--- src/core_defines.svh ---
// core widths, register count and CSR map shared by the mini core
`ifndef CORE_DEFINES_SVH
`define CORE_DEFINES_SVH

// data path width
`define XLEN 32

// architectural integer registers, x0 included
`define REG_COUNT 32

// board CSRs in the custom space
// LED register is read/write
`define CSR_LED_ADDR 12'h7C0
// button register sits in the read-only range
`define CSR_BTN_ADDR 12'hFC0

// board I/O widths
`define LED_WIDTH 4
`define BTN_WIDTH 4

`endif
--- src/rv_isa_pkg.sv ---
// instruction set encodings and the structs passed between pipeline stages
`default_nettype none

`include "core_defines.svh"

package rv_isa_pkg;

  // major opcodes handled by the core
  typedef enum logic [6:0] {
    OPC_OP     = 7'b0110011,
    OPC_OP_IMM = 7'b0010011,
    OPC_LUI    = 7'b0110111,
    OPC_SYSTEM = 7'b1110011
  } opcode_e;

  // funct3 of the integer ALU group
  typedef enum logic [2:0] {
    F3_ADD_SUB = 3'b000,
    F3_SLL     = 3'b001,
    F3_SLT     = 3'b010,
    F3_SLTU    = 3'b011,
    F3_XOR     = 3'b100,
    F3_SRL_SRA = 3'b101,
    F3_OR      = 3'b110,
    F3_AND     = 3'b111
  } funct3_e;

  // funct3 of the SYSTEM group, same codes as the ALU group so kept apart
  localparam logic [2:0] F3_CSRRW = 3'b001;
  localparam logic [2:0] F3_CSRRS = 3'b010;

  typedef enum logic [3:0] {
    ALU_ADD  = 4'd0,
    ALU_SUB  = 4'd1,
    ALU_SLL  = 4'd2,
    ALU_SLT  = 4'd3,
    ALU_SLTU = 4'd4,
    ALU_XOR  = 4'd5,
    ALU_SRL  = 4'd6,
    ALU_SRA  = 4'd7,
    ALU_OR   = 4'd8,
    ALU_AND  = 4'd9
  } alu_op_e;

  typedef enum logic [1:0] {
    CSR_NONE  = 2'd0,
    CSR_WRITE = 2'd1,
    CSR_SET   = 2'd2
  } csr_op_e;

  typedef logic [$clog2(`REG_COUNT)-1:0] reg_idx_t;

  // control word held in the decode register
  typedef struct packed {
    logic              valid;
    alu_op_e           alu_op;
    logic              use_imm;
    logic [`XLEN-1:0]  imm;
    reg_idx_t          rs1;
    reg_idx_t          rs2;
    reg_idx_t          rd;
    logic              wb_en;
    csr_op_e           csr_op;
    logic [11:0]       csr_addr;
    logic              illegal;
  } decoded_t;

  // execute register contents
  typedef struct packed {
    logic              valid;
    reg_idx_t          rd;
    logic              wb_en;
    logic [`XLEN-1:0]  data;
    logic              illegal;
  } exec_result_t;

endpackage

`default_nettype wire

--- src/core_io_pkg.sv ---
// board I/O types and the retire trace record of the core
`default_nettype none

`include "core_defines.svh"

package core_io_pkg;

  typedef logic [`LED_WIDTH-1:0] led_t;
  typedef logic [`BTN_WIDTH-1:0] btn_t;

  // one entry per retired instruction
  typedef struct packed {
    logic                 valid;
    rv_isa_pkg::reg_idx_t rd;
    logic [`XLEN-1:0]     data;
    logic                 illegal;
  } trace_t;

endpackage

`default_nettype wire

--- src/mini_core_top.sv ---
// top level of the three stage core slice with LED and button CSRs
`default_nettype none

`include "core_defines.svh"

module mini_core_top (
  input  logic                clk_i,
  input  logic                rst_n_i,
  input  logic [`XLEN-1:0]    instr_i,
  input  logic                instr_valid_i,
  input  core_io_pkg::btn_t   btn_i,
  output core_io_pkg::led_t   led_o,
  output core_io_pkg::trace_t trace_o
);

  rv_isa_pkg::decoded_t     dec;
  rv_isa_pkg::exec_result_t res;
  rv_isa_pkg::reg_idx_t     rs1_idx;
  rv_isa_pkg::reg_idx_t     rs2_idx;
  logic [`XLEN-1:0]         rs1_data;
  logic [`XLEN-1:0]         rs2_data;
  logic                     csr_wr;
  logic [`XLEN-1:0]         csr_wdata;
  core_io_pkg::led_t        led_val;
  core_io_pkg::btn_t        btn_val;

  instr_decoder u_decoder (
    .clk_i         (clk_i),
    .rst_n_i       (rst_n_i),
    .instr_i       (instr_i),
    .instr_valid_i (instr_valid_i),
    .dec_o         (dec)
  );

  exec_unit u_exec (
    .clk_i       (clk_i),
    .rst_n_i     (rst_n_i),
    .dec_i       (dec),
    .rs1_data_i  (rs1_data),
    .rs2_data_i  (rs2_data),
    .led_val_i   (led_val),
    .btn_val_i   (btn_val),
    .rs1_idx_o   (rs1_idx),
    .rs2_idx_o   (rs2_idx),
    .csr_wr_o    (csr_wr),
    .csr_wdata_o (csr_wdata),
    .res_o       (res)
  );

  writeback_regfile u_wb (
    .clk_i      (clk_i),
    .rst_n_i    (rst_n_i),
    .res_i      (res),
    .rs1_idx_i  (rs1_idx),
    .rs2_idx_i  (rs2_idx),
    .rs1_data_o (rs1_data),
    .rs2_data_o (rs2_data),
    .trace_o    (trace_o)
  );

  // LED register, written by csrrw/csrrs
  csr_field #(
    .payload_t (core_io_pkg::led_t),
    .WRITABLE  (1'b1)
  ) u_led_csr (
    .clk_i   (clk_i),
    .rst_n_i (rst_n_i),
    .wr_i    (csr_wr),
    .wdata_i (csr_wdata),
    .ext_i   (core_io_pkg::led_t'('0)),
    .val_o   (led_val)
  );

  // buttons are read only
  csr_field #(
    .payload_t (core_io_pkg::btn_t),
    .WRITABLE  (1'b0)
  ) u_btn_csr (
    .clk_i   (clk_i),
    .rst_n_i (rst_n_i),
    .wr_i    (1'b0),
    .wdata_i (csr_wdata),
    .ext_i   (btn_i),
    .val_o   (btn_val)
  );

  assign led_o = led_val;

endmodule

`default_nettype wire

--- src/csr_field.sv ---
// single CSR, either CPU-writable or a synchronized read-only input
`default_nettype none

`include "core_defines.svh"

module csr_field #(
  parameter type payload_t = logic [3:0],
  parameter bit  WRITABLE  = 1'b1
) (
  input  logic             clk_i,
  input  logic             rst_n_i,
  input  logic             wr_i,
  input  logic [`XLEN-1:0] wdata_i,
  input  payload_t         ext_i,
  output payload_t         val_o
);

  payload_t val_q;

  if (WRITABLE) begin : g_rw
    // takes the low bits of the write data
    always_ff @(posedge clk_i) begin
      if (!rst_n_i) begin
        val_q <= '0;
      end else if (wr_i) begin
        val_q <= payload_t'(wdata_i[$bits(payload_t)-1:0]);
      end
    end
  end else begin : g_ro
    payload_t sync_q;

    // two flop synchronizer on the external level
    always_ff @(posedge clk_i) begin
      if (!rst_n_i) begin
        sync_q <= '0;
        val_q  <= '0;
      end else begin
        sync_q <= ext_i;
        val_q  <= sync_q;
      end
    end
  end

  assign val_o = val_q;

endmodule

`default_nettype wire

--- src/writeback_regfile.sv ---
// result stage, register file with write bypass and the retire trace register
`default_nettype none

`include "core_defines.svh"

module writeback_regfile (
  input  logic                     clk_i,
  input  logic                     rst_n_i,
  input  rv_isa_pkg::exec_result_t res_i,
  input  rv_isa_pkg::reg_idx_t     rs1_idx_i,
  input  rv_isa_pkg::reg_idx_t     rs2_idx_i,
  output logic [`XLEN-1:0]         rs1_data_o,
  output logic [`XLEN-1:0]         rs2_data_o,
  output core_io_pkg::trace_t      trace_o
);

  // x0 has no storage
  logic [`XLEN-1:0]     regs [1:`REG_COUNT-1];
  logic                 wr_en;
  rv_isa_pkg::reg_idx_t rd_idx  [2];
  logic [`XLEN-1:0]     rd_data [2];
  core_io_pkg::trace_t  trace_d;
  core_io_pkg::trace_t  trace_q;

  assign wr_en = res_i.valid && res_i.wb_en && res_i.rd != '0;

  always_ff @(posedge clk_i) begin
    if (!rst_n_i) begin
      for (int i = 1; i < `REG_COUNT; i++) begin
        regs[i] <= '0;
      end
    end else if (wr_en) begin
      regs[res_i.rd] <= res_i.data;
    end
  end

  assign rd_idx[0] = rs1_idx_i;
  assign rd_idx[1] = rs2_idx_i;

  // read ports see the value written at the coming edge
  for (genvar p = 0; p < 2; p++) begin : g_read
    always_comb begin
      if (rd_idx[p] == '0) begin
        rd_data[p] = '0;
      end else if (wr_en && res_i.rd == rd_idx[p]) begin
        rd_data[p] = res_i.data;
      end else begin
        rd_data[p] = regs[rd_idx[p]];
      end
    end
  end

  assign rs1_data_o = rd_data[0];
  assign rs2_data_o = rd_data[1];

  always_comb begin
    trace_d = '0;
    if (res_i.valid) begin
      trace_d.valid   = 1'b1;
      trace_d.illegal = res_i.illegal;
      // illegal entries carry no destination
      trace_d.rd      = res_i.illegal ? '0 : res_i.rd;
      trace_d.data    = res_i.illegal ? '0 : res_i.data;
    end
  end

  always_ff @(posedge clk_i) begin
    if (!rst_n_i) begin
      trace_q <= '0;
    end else begin
      trace_q <= trace_d;
    end
  end

  assign trace_o = trace_q;

endmodule

`default_nettype wire

--- src/exec_unit.sv ---
// execute stage with operand forwarding, ALU and CSR access, result registered
`default_nettype none

`include "core_defines.svh"

module exec_unit (
  input  logic                     clk_i,
  input  logic                     rst_n_i,
  input  rv_isa_pkg::decoded_t     dec_i,
  input  logic [`XLEN-1:0]         rs1_data_i,
  input  logic [`XLEN-1:0]         rs2_data_i,
  input  core_io_pkg::led_t        led_val_i,
  input  core_io_pkg::btn_t        btn_val_i,
  output rv_isa_pkg::reg_idx_t     rs1_idx_o,
  output rv_isa_pkg::reg_idx_t     rs2_idx_o,
  output logic                     csr_wr_o,
  output logic [`XLEN-1:0]         csr_wdata_o,
  output rv_isa_pkg::exec_result_t res_o
);

  rv_isa_pkg::exec_result_t res_d;
  rv_isa_pkg::exec_result_t res_q;

  logic             fwd_rs1;
  logic             fwd_rs2;
  logic [`XLEN-1:0] op_a;
  logic [`XLEN-1:0] rs2_val;
  logic [`XLEN-1:0] op_b;
  logic [`XLEN-1:0] alu_res;
  logic [`XLEN-1:0] csr_old;
  logic             csr_en;

  assign rs1_idx_o = dec_i.rs1;
  assign rs2_idx_o = dec_i.rs2;

  // result one ahead still sits in the execute register
  // x0 is never forwarded
  assign fwd_rs1 = res_q.valid && res_q.wb_en && res_q.rd == dec_i.rs1 && dec_i.rs1 != '0;
  assign fwd_rs2 = res_q.valid && res_q.wb_en && res_q.rd == dec_i.rs2 && dec_i.rs2 != '0;

  assign op_a    = fwd_rs1 ? res_q.data : rs1_data_i;
  assign rs2_val = fwd_rs2 ? res_q.data : rs2_data_i;
  assign op_b    = dec_i.use_imm ? dec_i.imm : rs2_val;

  always_comb begin
    case (dec_i.alu_op)
      rv_isa_pkg::ALU_ADD:  alu_res = op_a + op_b;
      rv_isa_pkg::ALU_SUB:  alu_res = op_a - op_b;
      rv_isa_pkg::ALU_SLL:  alu_res = op_a << op_b[4:0];
      rv_isa_pkg::ALU_SLT:  alu_res = `XLEN'($signed(op_a) < $signed(op_b));
      rv_isa_pkg::ALU_SLTU: alu_res = `XLEN'(op_a < op_b);
      rv_isa_pkg::ALU_XOR:  alu_res = op_a ^ op_b;
      rv_isa_pkg::ALU_SRL:  alu_res = op_a >> op_b[4:0];
      rv_isa_pkg::ALU_SRA:  alu_res = $unsigned($signed(op_a) >>> op_b[4:0]);
      rv_isa_pkg::ALU_OR:   alu_res = op_a | op_b;
      default:              alu_res = op_a & op_b;
    endcase
  end

  // old CSR value, zero-extended, unknown addresses read 0
  always_comb begin
    case (dec_i.csr_addr)
      `CSR_LED_ADDR: csr_old = `XLEN'(led_val_i);
      `CSR_BTN_ADDR: csr_old = `XLEN'(btn_val_i);
      default:       csr_old = '0;
    endcase
  end

  assign csr_en      = dec_i.valid && !dec_i.illegal && dec_i.csr_op != rv_isa_pkg::CSR_NONE;
  assign csr_wdata_o = (dec_i.csr_op == rv_isa_pkg::CSR_SET) ? (csr_old | op_a) : op_a;

  // csrrs with rs1 = x0 is a pure read
  assign csr_wr_o = csr_en && dec_i.csr_addr == `CSR_LED_ADDR &&
                    (dec_i.csr_op == rv_isa_pkg::CSR_WRITE || dec_i.rs1 != '0);

  always_comb begin
    res_d         = '0;
    res_d.valid   = dec_i.valid;
    res_d.rd      = dec_i.rd;
    res_d.wb_en   = dec_i.valid && dec_i.wb_en && !dec_i.illegal;
    res_d.illegal = dec_i.valid && dec_i.illegal;
    res_d.data    = csr_en ? csr_old : alu_res;
  end

  always_ff @(posedge clk_i) begin
    if (!rst_n_i) begin
      res_q <= '0;
    end else begin
      res_q <= res_d;
    end
  end

  assign res_o = res_q;

endmodule

`default_nettype wire

--- src/instr_decoder.sv ---
// decode stage, turns an instruction word into a registered control struct
`default_nettype none

`include "core_defines.svh"

module instr_decoder (
  input  logic                 clk_i,
  input  logic                 rst_n_i,
  input  logic [`XLEN-1:0]     instr_i,
  input  logic                 instr_valid_i,
  output rv_isa_pkg::decoded_t dec_o
);

  rv_isa_pkg::decoded_t dec_d;
  rv_isa_pkg::decoded_t dec_q;

  logic [2:0] funct3;
  logic [6:0] funct7;

  assign funct3 = instr_i[14:12];
  assign funct7 = instr_i[31:25];

  // funct3 plus the alternate bit (instr[30]) to ALU function
  function automatic rv_isa_pkg::alu_op_e alu_map(logic [2:0] f3, logic alt);
    rv_isa_pkg::alu_op_e op;
    case (rv_isa_pkg::funct3_e'(f3))
      rv_isa_pkg::F3_ADD_SUB: op = alt ? rv_isa_pkg::ALU_SUB : rv_isa_pkg::ALU_ADD;
      rv_isa_pkg::F3_SLL:     op = rv_isa_pkg::ALU_SLL;
      rv_isa_pkg::F3_SLT:     op = rv_isa_pkg::ALU_SLT;
      rv_isa_pkg::F3_SLTU:    op = rv_isa_pkg::ALU_SLTU;
      rv_isa_pkg::F3_XOR:     op = rv_isa_pkg::ALU_XOR;
      rv_isa_pkg::F3_SRL_SRA: op = alt ? rv_isa_pkg::ALU_SRA : rv_isa_pkg::ALU_SRL;
      rv_isa_pkg::F3_OR:      op = rv_isa_pkg::ALU_OR;
      default:                op = rv_isa_pkg::ALU_AND;
    endcase
    return op;
  endfunction

  always_comb begin
    dec_d          = '0;
    dec_d.valid    = instr_valid_i;
    dec_d.rs1      = instr_i[19:15];
    dec_d.rs2      = instr_i[24:20];
    dec_d.rd       = instr_i[11:7];
    dec_d.csr_addr = instr_i[31:20];
    dec_d.wb_en    = 1'b1;
    case (rv_isa_pkg::opcode_e'(instr_i[6:0]))
      rv_isa_pkg::OPC_OP: begin
        dec_d.alu_op = alu_map(funct3, funct7[5]);
        // only sub and sra take the alternate encoding
        if (funct7 == 7'b0100000) begin
          dec_d.illegal = !(funct3 == 3'b000 || funct3 == 3'b101);
        end else begin
          dec_d.illegal = (funct7 != 7'b0000000);
        end
      end
      rv_isa_pkg::OPC_OP_IMM: begin
        dec_d.use_imm = 1'b1;
        dec_d.imm     = {{(`XLEN-12){instr_i[31]}}, instr_i[31:20]};
        // addi has no subtract form, srai is the only alternate
        dec_d.alu_op  = alu_map(funct3, funct7[5] && funct3 == 3'b101);
        if (funct3 == 3'b001) begin
          dec_d.illegal = (funct7 != 7'b0000000);
        end else if (funct3 == 3'b101) begin
          dec_d.illegal = !(funct7 == 7'b0000000 || funct7 == 7'b0100000);
        end
      end
      rv_isa_pkg::OPC_LUI: begin
        // x0 + upper immediate
        dec_d.use_imm = 1'b1;
        dec_d.imm     = {instr_i[31:12], 12'b0};
        dec_d.rs1     = '0;
        dec_d.alu_op  = rv_isa_pkg::ALU_ADD;
      end
      rv_isa_pkg::OPC_SYSTEM: begin
        if (funct3 == rv_isa_pkg::F3_CSRRW) begin
          dec_d.csr_op = rv_isa_pkg::CSR_WRITE;
        end else if (funct3 == rv_isa_pkg::F3_CSRRS) begin
          dec_d.csr_op = rv_isa_pkg::CSR_SET;
        end else begin
          dec_d.illegal = 1'b1;
        end
      end
      default: dec_d.illegal = 1'b1;
    endcase
    if (dec_d.illegal) begin
      dec_d.wb_en  = 1'b0;
      dec_d.csr_op = rv_isa_pkg::CSR_NONE;
    end
  end

  always_ff @(posedge clk_i) begin
    if (!rst_n_i) begin
      dec_q <= '0;
    end else begin
      dec_q <= dec_d;
    end
  end

  assign dec_o = dec_q;

endmodule

`default_nettype wire

--- config.mk ---
export PLATFORM = sky130hd
export DESIGN_NAME = mini_core_top
export DESIGN_NICKNAME = d
export VERILOG_FILES = /design/src/rv_isa_pkg.sv /design/src/core_io_pkg.sv /design/src/mini_core_top.sv /design/src/csr_field.sv /design/src/writeback_regfile.sv /design/src/exec_unit.sv /design/src/instr_decoder.sv
export VERILOG_INCLUDE_DIRS = /design/src
export SDC_FILE = /design/constraint.sdc
export NUM_CORES = 2
export LEC_CHECK = 0
export ABC_CLOCK_PERIOD_IN_PS = 8400
export CORE_ASPECT_RATIO = 1.1
export CORE_MARGIN = 5
export CORE_UTILIZATION = 50
export CTS_CLUSTER_SIZE = 24
export DETAILED_ROUTE_END_ITERATION = 12
export DONT_BUFFER_PORTS = 1
export GPL_ROUTABILITY_DRIVEN = 0
export HOLD_SLACK_MARGIN = 0.05
export PLACE_DENSITY_LB_ADDON = 0.12
export SKIP_CTS_REPAIR_TIMING = 1
export SLEW_MARGIN = 15
export SYNTH_ARGS = -nofsm -noshare
export SYNTH_HDL_FRONTEND = slang
export SYNTH_SLANG_ARGS = --single-unit
--- constraint.sdc ---
create_clock -name clk_i -period 8.4 [get_ports clk_i]
set_clock_uncertainty 0.15 [all_clocks]
set_input_delay 0.84 -clock clk_i [delete_from_list [all_inputs] [get_ports clk_i]]
set_output_delay 0.84 -clock clk_i [all_outputs]
set_load 0.03 [all_outputs]
# Yosys cells after proc, flatten, opt, wreduce, memory -nomap -nowiden

Memories as Yosys holds them, arrays and structs flattened. A register that Yosys moved wholly into a read port is not among the register bits.
Index checks and enable logic that the tools add are counted.
W data, S select, Z words.

Logic and storage cells: 143
Flip-flop bits (word level): 160
Bits in latches: 0
Output and inout port bits: 43
RAM bits: 992
Memory bits (read-only): 0
Bits of input ports: 39
Memories kept: 1

Bitwise gates (word level): 7
Magnitude comparators: 2
Add/sub/neg operators: 2
Div/mod/pow operators: 0
Multiply operators: 0
Shift operators: 3
Equality and inequality tests: 25
Multiplexer cells: 41
Reductions and logical operators: 38

Memories:

| name      | depth | width | rd ports | clocked after Yosys merged registers in | wr ports | line                    | text |
|---|---|---|---|---|---|---|---|
| u_wb.regs | 31    | 32    | 2        | 2                                       | 31       | writeback_regfile.sv:18 | `` logic [`XLEN-1:0] regs [1:`REG_COUNT-1]; `` |

Operator list:

| cell                   | number |
|---|---|
| $mux W32               | 10 |
| $pmux W32 S9           | 1 |
| $pmux W33 S2           | 1 |
| $lt A32 B32 Y1         | 2 |
| $pmux W4 S7            | 2 |
| $mux W39               | 1 |
| $add A32 B32 Y32       | 1 |
| $and A32 B32 Y32       | 1 |
| $or A32 B32 Y32        | 1 |
| $reduce_or A32 Y1      | 1 |
| $shl A32 B5 Y32        | 1 |
| $shr A32 B5 Y32        | 1 |
| $sshr A32 B5 Y32       | 1 |
| $sub A32 B32 Y32       | 1 |
| $xor A32 B32 Y32       | 1 |
| $eq A7 B6 Y1 const B   | 3 |
| $mux W5                | 4 |
| $eq A4 B3 Y1 const B   | 4 |
| $logic_and A1 B1 Y1    | 16 |
| $pmux W4 S2            | 2 |
| $reduce_bool A5 Y1     | 3 |
| $mux W1                | 14 |
| $eq A12 B11 Y1 const B | 1 |
| $eq A12 B12 Y1 const B | 1 |
| other kinds (29)       | 44 |

# Depth between registers and ports, before layout

Word-level depth: 10
Mapped depth: 26
Depth with buffers taken out: 20

# Hierarchy

From an unflattened synthesis, not the netlist that was laid out.

Cells, all modules: 5782
Area, all modules: 70631.5 µm²

Modules (own cells, without submodules):

| module                | seq. area each (µm²) | cells each | instances | area each (µm²) |
|---|---|---|---|---|
| writeback_regfile     | 31530.2              | 3912       | 1         | 56462.9 |
| exec_unit             | 800.8                | 1644       | 1         | 11763.8 |
| instr_decoder         | 1281.2               | 196        | 1         | 2034.5 |
| csr_field (u_btn_csr) | 160.2                | 16         | 1         | 210.2 |
| csr_field (u_led_csr) | 80.1                 | 13         | 1         | 156.4 |
| mini_core_top         | 0.0                  | 1          | 1         | 3.8 |

# Worst setup path after synthesis

Ideal clock, no wire load.

Path kind: reg-to-reg
From: reg u_decoder.dec_o[1] (netlist name)
To: reg u_exec.res_q (netlist bit u_exec.res_o[32])
Path slack: 2.163 ns
Arrival: 5.957 ns
Period minus slack after synthesis: 6.237 ns
Library setup time: 0.130 ns
Required time: 8.120 ns
Buffers on the path: 7
Cell stages (with the launch flop): 26
Path through: dfxtp_1 -> buf_6 -> buf_2 -> buf_4 -> buf_2 -> buf_2 -> buf_2 -> buf_2 -> mux4_2 -> mux4_2 -> mux2i_1 -> nor2_1 -> a21oi_1 -> o21ai_0 -> ha_1 -> or4_1 -> nor2_1 -> nand2_1 -> or3_1 -> o32ai_1 -> o41ai_1 -> o41ai_1 -> o21bai_1 -> mux2i_1 -> a2111oi_0 -> a21oi_1

RTL lines:

| item                 | line            | text |
|---|---|---|
| to (signal assigned) | exec_unit.sv:89 | `res_q <= res_d;` |
| to (decl)            | exec_unit.sv:22 | `rv_isa_pkg::exec_result_t res_q;` |

# Worst setup path after layout

From: reg u_decoder.dec_q (netlist bit u_decoder.dec_o[1])
To: reg u_exec.res_q (netlist bit u_exec.res_o[1])

Cells in the longest elaborated chain, start to end: 3
Elaborated cells on any way between the ends: 4
Classes of those cells: 2 x eq/ne; 2 x mux

RTL lines:

| item                                             | line                | text |
|---|---|---|
| from (decl)                                      | instr_decoder.sv:15 | `rv_isa_pkg::decoded_t dec_q;` |
| from (signal assigned)                           | instr_decoder.sv:94 | `dec_q <= '0;` |
| from (signal assigned)                           | instr_decoder.sv:96 | `dec_q <= dec_d;` |
| $eq A12 B12 Y1 or $eq A12 B11 Y1 (tied branches) | exec_unit.sv:62     | `case (dec_i.csr_addr)` |
| $pmux W4 S2 *                                    | exec_unit.sv:62     |  |
| $mux W32 *                                       | exec_unit.sv:82     | `res_d.data = csr_en ? csr_old : alu_res;` |

Mark *: on every way between the ends. The rest lies on a longest branch, timed or not.
A chain may end at the register's enable or synchronous reset.

==> results list <==
* Outcome: finished clean
- Power comes to 16.3 mW.
- CTS Root Cell: sky130_fd_sc_hd__clkbuf_16
- Before antenna repair, the detailed router went through 6 iterations.
- The min-delay analysis places its worst path in the category in2reg.
- Arrival time of data at the critical path endpoint: 7990 ps
- The H-tree was split into 4 levels.
- Grt ovf: 0
- The later pin in the worst-skew pair is clocked with a latency of 800 ps.
* Number of buffers created by CTS: 132
- Xor and xnor fraction of the mapped netlist area: 0.382%
- Clock input transition at the sequential cells of the worst setup and hold paths: 70 ps
- Pwr Density: 216 nW/um^2
- # setup viols final: 0
* CP endpoint kind: flop
* Via Count: 51000
- Mux share of post-synthesis cell area: 21.0%
* Sum of routed wire segments on met1: 97200 um
- Gate count of the mapped netlist: 5512
* Total GRT Usage: 36.6%
- For this block, the initial DRC count from the detailed router was 8468.
* Maximum number of pins on one net before global-route repair: 96
* Cell types occupying the most area after synthesis: sky130_fd_sc_hd__edfxtp_1 45%, sky130_fd_sc_hd__mux4_2 16%, sky130_fd_sc_hd__and2_1 9.0%
- For the worst setup path, the data required time is 8900 ps.
* Dominant combinational cell family by area after synthesis: multiplexers
- Die area: 145000 sq um
- The commonest cells after synthesis are 1024 x sky130_fd_sc_hd__edfxtp_1, 987 x sky130_fd_sc_hd__and2_1, 480 x sky130_fd_sc_hd__mux4_2.
- Hold Fails Final Rpt: 0
* #FFs+latches synth: 1179
- Compared with the post-synthesis result, the final layout area differs by 9.81%.
- sky130_fd_sc_hd__edfxtp_1 is the most common cell in the netlist.
- In this run the biggest area consumer among cell types represents 44.7% of the synthesized area.
- Fmax: 134 MHz
* Drt total wl: 268000 um
- Routed met3 length: 33900 um
* Predominant post-synthesis flop cell: sky130_fd_sc_hd__edfxtp_1
* Cell type with the largest total area after synthesis: sky130_fd_sc_hd__edfxtp_1
* Clock tree from TritonCTS: built
- Headroom to the max-slew limit: 14.2%
* IR drop worst, VDD: 0.252 mV
* Worst-path maximum fanout: 42
- Using the TritonRoute via totals, the vias-per-cell ratio works out to 7.02.
- The first global-routing pass estimated 376000 um of wire.
* Via count of the first global-routing pass: 49500
* Portion of the post-synthesis area used by sequential elements: 49.2%
- Width of the die: 364 um
* Finished Core Util: 55.3%
- Count of flip-flops with a built-in enable after synthesis: 1024
- Final setup TNS: 0 ps
- Number of nets with antenna violations after routing: 0
- Post-layout worst setup margin: 910 ps
- Number of antenna violations at the first check in global routing: 20
- Synthesized-area fraction occupied by adder cells: 1.82%
- Synth Area per Inst: 12.5 sq um
- The number of pins exceeding their max-slew limit in the final report is 0.
- Number of buffers on the longest clock path: 3
- The initialized floorplan defines 142 standard-cell rows.
- Yosys cell types: 101
- Dividing the final minimum period by the clock period gives 89.2%.
* Layout cell share with drive strength beyond 1: 19.3%
- Setup repair after global routing left no endpoint under its margin.
- The synthesized netlist devotes 8.71% of its cell area to compound gates.
- In the routed design, unresolved DRC markers number 0.
* Yosys warnings: 0
* Max-capacitance violation count: 0
- The clock drives 1179 sinks.
* HPWL after detailed placement: 162000 um
* Number of input and output port buffers inserted: 0
* Core area: 136000 sq um
- After synthesis the cells add up to 68800 sq um.
- Highest routed layer: met5
- Subtracting the final worst setup slack from the clock period gives 7490 ps.
* Count of boundary I/O pins: 82
* Starting Density: 50.4%
- Worst slack at placement: 1440 ps
- Simple-Gate Fraction of Synth Area: 14.7%
- The floorplan step set the die height to 399 um.
- The critical path is of the reg2reg type.
* Post-Route Hold Slack: 61.2 ps
- Critical Path Source Type: flop
- For the pin with the worst max-slew slack, the measured transition is 1270 ps.
- Met2 wire length: 119000 um
* Nets: 5485
- For this design the static power due to leakage is 27.0 nW.
* Routed length per instance: 36.9 um
* Ys async rst share: 0%
[final timing paths]
kind	start	to	slack, ps	cells past startpoint
hold reg to reg	u_decoder.dec_o[19]	u_exec.res_o[37]	290	1
setup reg to reg	u_decoder.dec_o[1]	u_exec.res_o[1]	910	18
hold / removal	rst_n_i	u_decoder.dec_o[65]	60	1
setup / recovery	u_decoder.dec_o[1]	u_exec.res_o[1]	910	18
[cell families after synthesis]
logic type                 count (synthesis)
and+or+nand+nor                         1815
DFF                                     1179
AOI/OAI and AO/OA                        893
muxes                                    834
buffers and inverters                    661
adders and majority gates                 99
xor gates and xnor gates                  30
other                                      1
[cell usage in the layout, fill, tap and decap left out, drive strengths merged, types with 48 or more instances in the layout]
master	count
nor2	240
inv	114
edfxtp	1024
clkinv	48
a21oi	153
nor3	170
o22ai	87
a22oi	50
buf	191
ha	97
o21ai	221
nand2	214
mux4	480
and2	988
dfxtp	155
o211ai	52
clkbuf	175
mux2i	308
[layout make-up]
cell class                      count  area (sq um)
Fill cell                       11300         60900
Sequential cell                  1179         33900
Multi-Input combinational cell   3703         32700
Clock buffer                      175          3640
Tap cell                         1800          2250
Timing Repair Buffer              222          1920
Clock inverter                     64           661
Inverter                          109           414
Antenna cell                       11          27.5
[metal layers]
layer / vias up / GRT usage (%)
met5: - / 0
met4: 10 / 19.4
met3: 947 / 11.1
met2: 3906 / 55.8
met1: 25600 / 47.5
li1: 20500 / -
[where the power goes]
part / total, mW / leakage [nW] / internal, mW / switching [mW]
clock: 5.85 / 2.09 / 3.30 / 2.55
sequential: 6.98 / 11.8 / 6.61 / 0.363
combinational: 3.51 / 13.0 / 1.20 / 2.31
total: 16.3 / 27.0 / 11.1 / 5.22
[critical path, cell delays in order (launching register included)]
cell,delay (ps)
sky130_fd_sc_hd__dfxtp_4,840
sky130_fd_sc_hd__buf_12,400
sky130_fd_sc_hd__mux4_2,580
sky130_fd_sc_hd__mux4_2,550
sky130_fd_sc_hd__mux2i_1,530
sky130_fd_sc_hd__nor2_1,80
sky130_fd_sc_hd__a21oi_1,130
sky130_fd_sc_hd__o21ai_0,130
sky130_fd_sc_hd__ha_1,510
sky130_fd_sc_hd__nor3_1,330
sky130_fd_sc_hd__nand3_1,260
sky130_fd_sc_hd__a41oi_1,260
sky130_fd_sc_hd__o21ai_0,200
sky130_fd_sc_hd__o21ai_0,660
sky130_fd_sc_hd__a2111oi_0,370
sky130_fd_sc_hd__o31ai_1,440
sky130_fd_sc_hd__nand2b_1,110
sky130_fd_sc_hd__nand3_1,440
sky130_fd_sc_hd__a41oi_1,210
[state kept, by name (all words and copies together) (netlist names)]
name                   count
u_btn_csr.g_ro.sync_q      4
u_exec.res_o              40
u_wb.regs               1024
u_wb.trace_o              39
u_btn_csr.val_o            4
rs1_idx                    5
u_decoder.dec_o           59
u_led_csr.val_o            4
[through the flow]
stage / cell area [sq um] / instances
floorplan: 68900 / 5543
global route: 75500 / 7252
CTS: 75200 / 7221
global placement: 70900 / 6982
detailed placement: 70900 / 6982
finish: 75500 / 7263
(Power assumes the default switching activity.)
